$ cat config.mk
export PLATFORM = sky130hd
export DESIGN_NAME = insn_rule_check_flat
export DESIGN_NICKNAME = d
export VERILOG_FILES = /design/src/verilog/umode_pkg.sv /design/src/verilog/retire_if.sv /design/src/verilog/insn_rule_check.sv /design/src/flat_wrapper.sv
export SDC_FILE = /design/constraint.sdc
export NUM_CORES = 1
export LEC_CHECK = 0
export BUFFER_PORTS_ARGS = -buffer_cell sky130_fd_sc_hd__buf_2
export CORE_AREA = 2 2 69 71
export DETAILED_ROUTE_END_ITERATION = 6
export DIE_AREA = 0 0 71 73
export PLACE_DENSITY = 0.55
export SLEW_MARGIN = 0
export SYNTH_ARGS = -nofsm -noshare
export SYNTH_HDL_FRONTEND = slang
export SYNTH_SLANG_ARGS = --single-unit
$ cat constraint.sdc
create_clock -name vclk -period 4.6
set_clock_uncertainty 0.1 [all_clocks]
set_input_delay 0.69 -clock vclk [all_inputs]
set_output_delay 0.69 -clock vclk [all_outputs]
set_load 0.03 [all_outputs]
$ cat src/verilog/umode_pkg.sv
// user-mode checker package: mode codes, mstatus fields, insn patterns, causes and rule ids
package umode_pkg;

  typedef logic [1:0] mode_t;

  localparam mode_t MODE_U = 2'b00;
  localparam mode_t MODE_M = 2'b11;

  // mstatus field positions
  localparam int MPP_POS  = 11;
  localparam int MPRV_POS = 17;
  localparam int TW_POS   = 21;

  localparam logic [31:0] MRET_IDATA  = 32'h3020_0073;
  localparam logic [31:0] WFI_IDATA   = 32'h1050_0073;
  localparam logic [31:0] ECALL_IDATA = 32'h0000_0073;

  localparam logic [6:0] SYSTEM_OPCODE = 7'b1110011;

  // funct3 codes of the csr instructions
  localparam logic [2:0] F3_CSRRW  = 3'd1;
  localparam logic [2:0] F3_CSRRS  = 3'd2;
  localparam logic [2:0] F3_CSRRC  = 3'd3;
  localparam logic [2:0] F3_CSRRWI = 3'd5;
  localparam logic [2:0] F3_CSRRSI = 3'd6;
  localparam logic [2:0] F3_CSRRCI = 3'd7;

  localparam logic [5:0] CAUSE_INSTR_FAULT  = 6'd1;
  localparam logic [5:0] CAUSE_ILLEGAL      = 6'd2;
  localparam logic [5:0] CAUSE_ECALL_U      = 6'd8;
  localparam logic [5:0] CAUSE_INSTR_BUS    = 6'd24;
  localparam logic [5:0] CAUSE_INSTR_PARITY = 6'd25;

  localparam int NUM_RULES = 9;

  localparam int RULE_MODE       = 0;
  localparam int RULE_MSCRATCH_U = 1;
  localparam int RULE_MPP        = 2;
  localparam int RULE_MPRV_U     = 3;
  localparam int RULE_PRIV_INSN  = 4;
  localparam int RULE_ECALL_U    = 5;
  localparam int RULE_TRAP_TO_M  = 6;
  localparam int RULE_MRET_U     = 7;
  localparam int RULE_MRET_MPP   = 8;

  typedef logic [NUM_RULES-1:0] viol_t;

  typedef struct packed {
    logic [11:0] funct12;
    logic [4:0]  rs1;
    logic [2:0]  funct3;
    logic [4:0]  rd;
    logic [6:0]  opcode;
  } sys_fields_t;

  // csr address split into access type, privilege level and index
  typedef struct packed {
    logic [1:0] csr_rw;
    logic [1:0] csr_priv;
    logic [7:0] csr_index;
    logic [4:0] rs1;
    logic [2:0] funct3;
    logic [4:0] rd;
    logic [6:0] opcode;
  } csr_fields_t;

  typedef union packed {
    sys_fields_t sys_fields;
    csr_fields_t csr_fields;
  } insn_u;

  // fetch faults outrank illegal-instruction and ecall causes
  function automatic logic cause_excused(input logic [5:0] cause);
    return cause inside {CAUSE_INSTR_FAULT, CAUSE_INSTR_BUS, CAUSE_INSTR_PARITY};
  endfunction

endpackage

$ cat src/verilog/retire_if.sv
// retirement record carried from the checker top to the rule checkers
interface retire_if;

  logic                valid;
  umode_pkg::mode_t    mode;
  umode_pkg::insn_u    insn;
  logic                trap;
  logic [5:0]          cause;
  logic                intr;
  logic [31:0]         mstatus_rdata;
  logic [31:0]         mstatus_wdata;
  logic [31:0]         mstatus_wmask;
  logic [31:0]         mscratch_wmask;

  modport source (
    output valid,
    output mode,
    output insn,
    output trap,
    output cause,
    output intr,
    output mstatus_rdata,
    output mstatus_wdata,
    output mstatus_wmask,
    output mscratch_wmask
  );

  modport sink (
    input valid,
    input mode,
    input insn,
    input trap,
    input cause,
    input intr,
    input mstatus_rdata,
    input mstatus_wdata,
    input mstatus_wmask,
    input mscratch_wmask
  );

endinterface

$ cat src/verilog/insn_rule_check.sv
// per-instruction privilege rules: mscratch, mpp, wfi, csr level and ecall
module insn_rule_check (
  retire_if.sink              ret,
  output umode_pkg::viol_t    insn_flags
);

  logic             is_umode;
  logic             is_wfi;
  logic             is_ecall;
  logic             is_csr;
  logic             csr_above_u;
  logic             tw;
  logic             trap_illegal;
  logic             trap_excused;
  logic             needs_priv;
  logic [31:0]      mstatus_post;
  umode_pkg::mode_t mpp_post;

  assign is_umode = (ret.mode == umode_pkg::MODE_U);
  assign is_wfi   = (ret.insn == umode_pkg::WFI_IDATA);
  assign is_ecall = (ret.insn == umode_pkg::ECALL_IDATA);

  // system opcode with a csr funct3
  assign is_csr = (ret.insn.sys_fields.opcode == umode_pkg::SYSTEM_OPCODE) &&
                  (ret.insn.sys_fields.funct3 inside {
                    umode_pkg::F3_CSRRW,  umode_pkg::F3_CSRRS,  umode_pkg::F3_CSRRC,
                    umode_pkg::F3_CSRRWI, umode_pkg::F3_CSRRSI, umode_pkg::F3_CSRRCI
                  });

  // same word read as a csr address
  assign csr_above_u = is_csr && (ret.insn.csr_fields.csr_priv != umode_pkg::MODE_U);

  assign tw = ret.mstatus_rdata[umode_pkg::TW_POS];

  assign trap_illegal = ret.trap && (ret.cause == umode_pkg::CAUSE_ILLEGAL);
  assign trap_excused = ret.trap && umode_pkg::cause_excused(ret.cause);

  assign needs_priv = is_umode && ((is_wfi && tw) || csr_above_u);

  // mstatus after the write: new bits under the mask, old bits elsewhere
  assign mstatus_post = (ret.mstatus_wdata & ret.mstatus_wmask) |
                        (ret.mstatus_rdata & ~ret.mstatus_wmask);
  assign mpp_post     = mstatus_post[umode_pkg::MPP_POS +: 2];

  always_comb begin
    insn_flags = '0;
    if (ret.valid) begin
      insn_flags[umode_pkg::RULE_MSCRATCH_U] = is_umode && (|ret.mscratch_wmask);

      insn_flags[umode_pkg::RULE_MPP] =
        !(mpp_post inside {umode_pkg::MODE_U, umode_pkg::MODE_M});

      // must trap as illegal, and wfi with tw clear must not
      insn_flags[umode_pkg::RULE_PRIV_INSN] =
        (needs_priv && !trap_illegal && !trap_excused) ||
        (is_umode && is_wfi && !tw && trap_illegal);

      insn_flags[umode_pkg::RULE_ECALL_U] =
        is_umode && is_ecall &&
        !(ret.trap && (ret.cause == umode_pkg::CAUSE_ECALL_U)) &&
        !trap_excused;
    end
  end

endmodule

$ cat src/flat_wrapper.sv
// flat-port wrapper written by rule: the top's interface ports become plain ports
module insn_rule_check_flat 
  (insn_flags, ret_valid, ret_mode, ret_insn, ret_trap, ret_cause, ret_intr, ret_mstatus_rdata, ret_mstatus_wdata, ret_mstatus_wmask, ret_mscratch_wmask);
  retire_if ret_i ();
  output umode_pkg::viol_t insn_flags;
  input wire logic [$bits(ret_i.valid)-1:0] ret_valid;
  input wire logic [$bits(ret_i.mode)-1:0] ret_mode;
  input wire logic [$bits(ret_i.insn)-1:0] ret_insn;
  input wire logic [$bits(ret_i.trap)-1:0] ret_trap;
  input wire logic [$bits(ret_i.cause)-1:0] ret_cause;
  input wire logic [$bits(ret_i.intr)-1:0] ret_intr;
  input wire logic [$bits(ret_i.mstatus_rdata)-1:0] ret_mstatus_rdata;
  input wire logic [$bits(ret_i.mstatus_wdata)-1:0] ret_mstatus_wdata;
  input wire logic [$bits(ret_i.mstatus_wmask)-1:0] ret_mstatus_wmask;
  input wire logic [$bits(ret_i.mscratch_wmask)-1:0] ret_mscratch_wmask;
  assign ret_i.valid = ret_valid;
  assign ret_i.mode = ret_mode;
  assign ret_i.insn = ret_insn;
  assign ret_i.trap = ret_trap;
  assign ret_i.cause = ret_cause;
  assign ret_i.intr = ret_intr;
  assign ret_i.mstatus_rdata = ret_mstatus_rdata;
  assign ret_i.mstatus_wdata = ret_mstatus_wdata;
  assign ret_i.mstatus_wmask = ret_mstatus_wmask;
  assign ret_i.mscratch_wmask = ret_mscratch_wmask;
  insn_rule_check u_core (.ret(ret_i), .insn_flags(insn_flags));
endmodule
Word-level counts from Yosys, hierarchy flattened
Index checks and enable logic that the tools add are counted.
Widths: inputs -> output; s select.
{ "word_totals": {"register_bits": 0, "out_inout_bits": 9, "wordCells": 51} }
{ "classes": {"n_eq_ne": 15, "muxes": 2, "bitwise": 4, "reduce_logical": 30} }
{ "op_table": {"columns": ["cell", "count"], "rows": [
  ["$eq 32x29->1 const B", 1],
  ["$eq 32x7->1 const B", 1],
  ["$reduce_or 32->1", 1],
  ["$and 13x13->13", 2],
  ["$logic_and 1x1->1", 16],
  ["$not 13->13", 1],
  ["$or 13x13->13", 1],
  ["$eq 6x5->1 const B", 2],
  ["$eq 3x3->1 const B", 3],
  ["$eq 7x7->1 const B", 1],
  ["$eq 3x2->1 const B", 2],
  ["$eq 6x1->1 const B", 1],
  ["$eq 6x2->1 const B", 1],
  ["$eq 6x4->1 const B", 1],
  ["$reduce_bool 6->1", 1],
  ["$logic_not 1->1", 5],
  ["$logic_not 2->1", 2],
  ["$mux 2", 2],
  ["$reduce_bool 2->1", 2],
  ["$eq 3x1->1 const B", 1],
  ["$reduce_bool 3->1", 1],
  ["$eq 2x2->1 const B", 1],
  ["$logic_or 1x1->1", 2]
]} }

Longest topological paths before layout
{ "logic_depth": {"depth_word": 10, "mapped_depth": 4, "ltp_nobuf": 4} }

Least setup slack after synthesis
OpenSTA, ideal clock, no wires.
{ "synth_timing": {"kind": "in2out", "start": "input ret_insn[11]", "end": "output insn_flags[4]", "arrival_ns": 2.268, "t_required_ns": 3.810, "path_slack_ns": 1.542, "path_stages": 4, "path_buffers": 0, "cell_sequence": "or4_4 > or4_1 > nor4_1 > o31a_1"} }
{ "synth_between": {"elab_chain_cells": 8} }
{ "synth_rtl": {"columns": ["element", "line_no", "source"], "rows": [
  ["start, declared", "flat_wrapper.sv:8", "input wire logic [$bits(ret_i.insn)-1:0] ret_insn;"],
  ["$eq 32x29->1 *", "insn_rule_check.sv:20", "assign is_wfi = (ret.insn == umode_pkg::WFI_IDATA);"],
  ["$logic_and 1x1->1", "insn_rule_check.sv:38", "assign needs_priv = is_umode && ((is_wfi && tw) || csr_above_u);"],
  ["$logic_or 1x1->1", "insn_rule_check.sv:38", null],
  ["$logic_and 1x1->1", "insn_rule_check.sv:38", null],
  ["$logic_and 1x1->1 (2 in series)", "insn_rule_check.sv:55", "(needs_priv && !trap_illegal && !trap_excused) ||"],
  ["$logic_or 1x1->1 *", "insn_rule_check.sv:55", null],
  ["$mux 2 *", "insn_rule_check.sv:47", "if (ret.valid) begin"],
  ["end, declared", "flat_wrapper.sv:5", "output umode_pkg::viol_t insn_flags;"]
]} }
Every way passes the cells marked *; elsewhere a longest branch is shown, timed or not.

Worst setup path in the final report
Ends and elaborated chain as after synthesis.

==> results.json <==
{
  "status": "complete, no violations",
  "ios": 180,
  "maxCapViolCount": 0,
  "synth_xor_area_share_pct": 4.84,
  "area_growth_syn_to_layout_pct": 130,
  "clkbuf_count": 0,
  "nets": 309,
  "ys_warn_count": 0,
  "cp-startpoint": "ret_insn[11]",
  "hold_class": "in2out",
  "grt_max_degree": 5,
  "yosysSeqAreaShare_pct": 0,
  "slowest_stage": "or4_4",
  "crit_chain": "buf_2 > or4_4 > or4_1 > nor4b_2 > o31a_1 > buf_2",
  "slew_violations": 0,
  "worst_slack_ns": 1.37,
  "postSynthAreaPerCell_sq_um": 6.95,
  "p_per_area_nw_per_um2": 67.0,
  "antenna_cells": 0,
  "dr.pass1.iters": 2,
  "synth_fa_ha_area_share_pct": 0,
  "fmax_mhz": 309,
  "die_area_sq_um": 5180,
  "cp.depth": 6,
  "yosysTopAreaCellShare_pct": 26.0,
  "drc": 0,
  "dpl.hpwl_um": 1730,
  "routedWlPerCell_um": 9.19,
  "drtIter0Drc": 4,
  "path_class": "in2out",
  "critical_path_buf_inv_count": 2,
  "critPathMaxFanout": 2,
  "crit_path_frequent_cell": "buf_2",
  "routed_wl_um": 1750,
  "tns_ns": 0,
  "critPathCaptureType": "primary output",
  "final-setup-viol-count": 0,
  "min_path_cells": 3,
  "die_y_um": 73,
  "synthMuxAreaShare_pct": 5.54,
  "ctsResizeCount": 0,
  "cp.required_ns": 3.81,
  "portBuffers": 85,
  "grt_pass1_wl_um": 2460,
  "postCtsHoldBufs": 0,
  "power.static_leakage_nw": 0.424,
  "cp_top_family": "simple AND/OR/NAND/NOR gates",
  "coreArea_sq_um": 4540,
  "drtAntennaViolNets": 0,
  "synth_cells": 52,
  "rows": 25,
  "yosys.area.top_type": "nor4_1",
  "die_w_um": 71,
  "post-route-period-util_pct": 70.3,
  "synthSimpleGateAreaFrac_pct": 68.2,
  "vias": 730,
  "synth.cell_area_sq_um": 362,
  "grt_pass1_vias": 574,
  "seq_cell_count": 0,
  "synth_top_family_by_area": "simple AND/OR/NAND/NOR gates",
  "worst_ir_drop_vdd_mv": 0.0113,
  "ys_types": 24,
  "antenna_found_initial": 1,
  "register_area_sq_um": 0,
  "critPathCapture": "insn_flags[4]",
  "gr-usage-all-layers_pct": 5.78,
  "cts_setup_buffers": 0,
  "drive_gt1_share_pct": 65.4,
  "rsz0062_at_grt": "false",
  "dp_slack_ns": 1.35,
  "synth-compound-area-share_pct": 10.0,
  "place_congestion": 0.626,
  "synth_area_leaders": "nor4_1 (26%), buf_4 (10%), mux2i_1 (5.5%), nand4_1 (5.2%), nor4b_1 (4.8%)",
  "initial_core_util_pct": 7.97,
  "period_minus_slack_ns": 3.23,
  "viasPerCell": 3.84,
  "cp-start-kind": "input pin",
  "hold_violations": 0,
  "critPathMaxStageDelay_ns": 0.54,
  "crit_arrival_ns": 2.44,
  "grt_overflow": 0
}
## report_power, final
| part | total [mW] | leakage [nW] | internal, mW | switching (mW) |
|---|---|---|---|---|
| Clock | 0 | 0 | 0 | 0 |
| Combinational | 0.0557 | 0.424 | 0.0315 | 0.0242 |
| Sequential | 0 | 0 | 0 | 0 |
| Total | 0.0557 | 0.424 | 0.0315 | 0.0242 |
## metrics by stage
stage | cells | util, % | hold slack (ns) | power (mW) | area (sq um)
after detailed placement | 190 | 18.3 | 1.67 | 0.0565 | 832
after global routing | 190 | 18.3 | 1.69 | 0.0617 | 832
final | 190 | 18.3 | 1.67 | 0.0557 | 832
after global placement | 190 | 18.3 | 1.65 | 0.0557 | 832
after CTS | 190 | 18.3 | 1.67 | 0.0567 | 832
after floorplan | 56 | - | 1.46 | 0.0216 | 377
## cell usage after synthesis
cell type,number
nor4_1,15
buf_4,5
nand2_1,4
nor2_1,4
nand4_1,3
mux2i_1,2
nor4b_1,2
and2_1,1
and3b_1,1
conb_1,1
nand2b_1,1
nand3_1,1
nand4b_1,1
nor3_1,1
nor3b_2,1
nor4b_2,1
o2111a_1,1
o22ai_1,1
o31a_1,1
o31a_2,1
or4_1,1
or4_4,1
xnor2_1,1
xor2_1,1
## worst min path at each step
stage                   start            end  slack, ns
floorplan           ret_valid  insn_flags[1]       1.46
global placement    ret_valid  insn_flags[2]       1.65
detailed placement  ret_valid  insn_flags[2]       1.67
CTS                 ret_valid  insn_flags[2]       1.67
global route        ret_valid  insn_flags[2]       1.69
finish              ret_valid  insn_flags[2]       1.67
## cell usage in the layout (no fill, tap or decap)
cell type,Yosys,final
o2111a_1,1,1
or4_4,1,1
nand4_1,3,3
nand2b_1,1,1
nor2_1,4,4
conb_1,1,5
xnor2_1,1,1
nor3b_2,1,1
and2_1,1,1
nand2_1,4,4
nor4_1,15,15
o31a_2,1,1
nand3_1,1,1
o22ai_1,1,1
nor3_1,1,1
or4_1,1,1
and3b_1,1,1
o31a_1,1,1
xor2_1,1,1
nor4b_1,2,2
mux2i_1,2,2
buf_2,0,85
nand4b_1,1,1
nor4b_2,1,1
## logic make-up after synthesis
logic type / count (synthesis)
other: 1
and+or+nand+nor: 38
xor gates and xnor gates: 2
muxes: 2
AOI/OAI and AO/OA: 4
buffers and inverters: 5
## tightest hold or removal path, stage by stage
cell and delay, ns:
buf_2 0.09, and2_1 0.11, buf_2 0.19
## routing by layer
layer / global-route usage (%) / wire (um) / vias up
li1: - / - / 379
met1: 7.00 / 697 / 306
met2: 11.4 / 860 / 41
met3: 0.829 / 174 / 2
met4: 0 / 1 / 2
met5: 0 / 13 / -
## final cells by class
cell class | instances | area, sq um
Tap cell | 54 | 67.6
Fill cell | 507 | 3700
Multi-Input combinational cell | 51 | 339
Timing Repair Buffer | 85 | 425
Note: power is estimated with default switching activity, not from simulation.
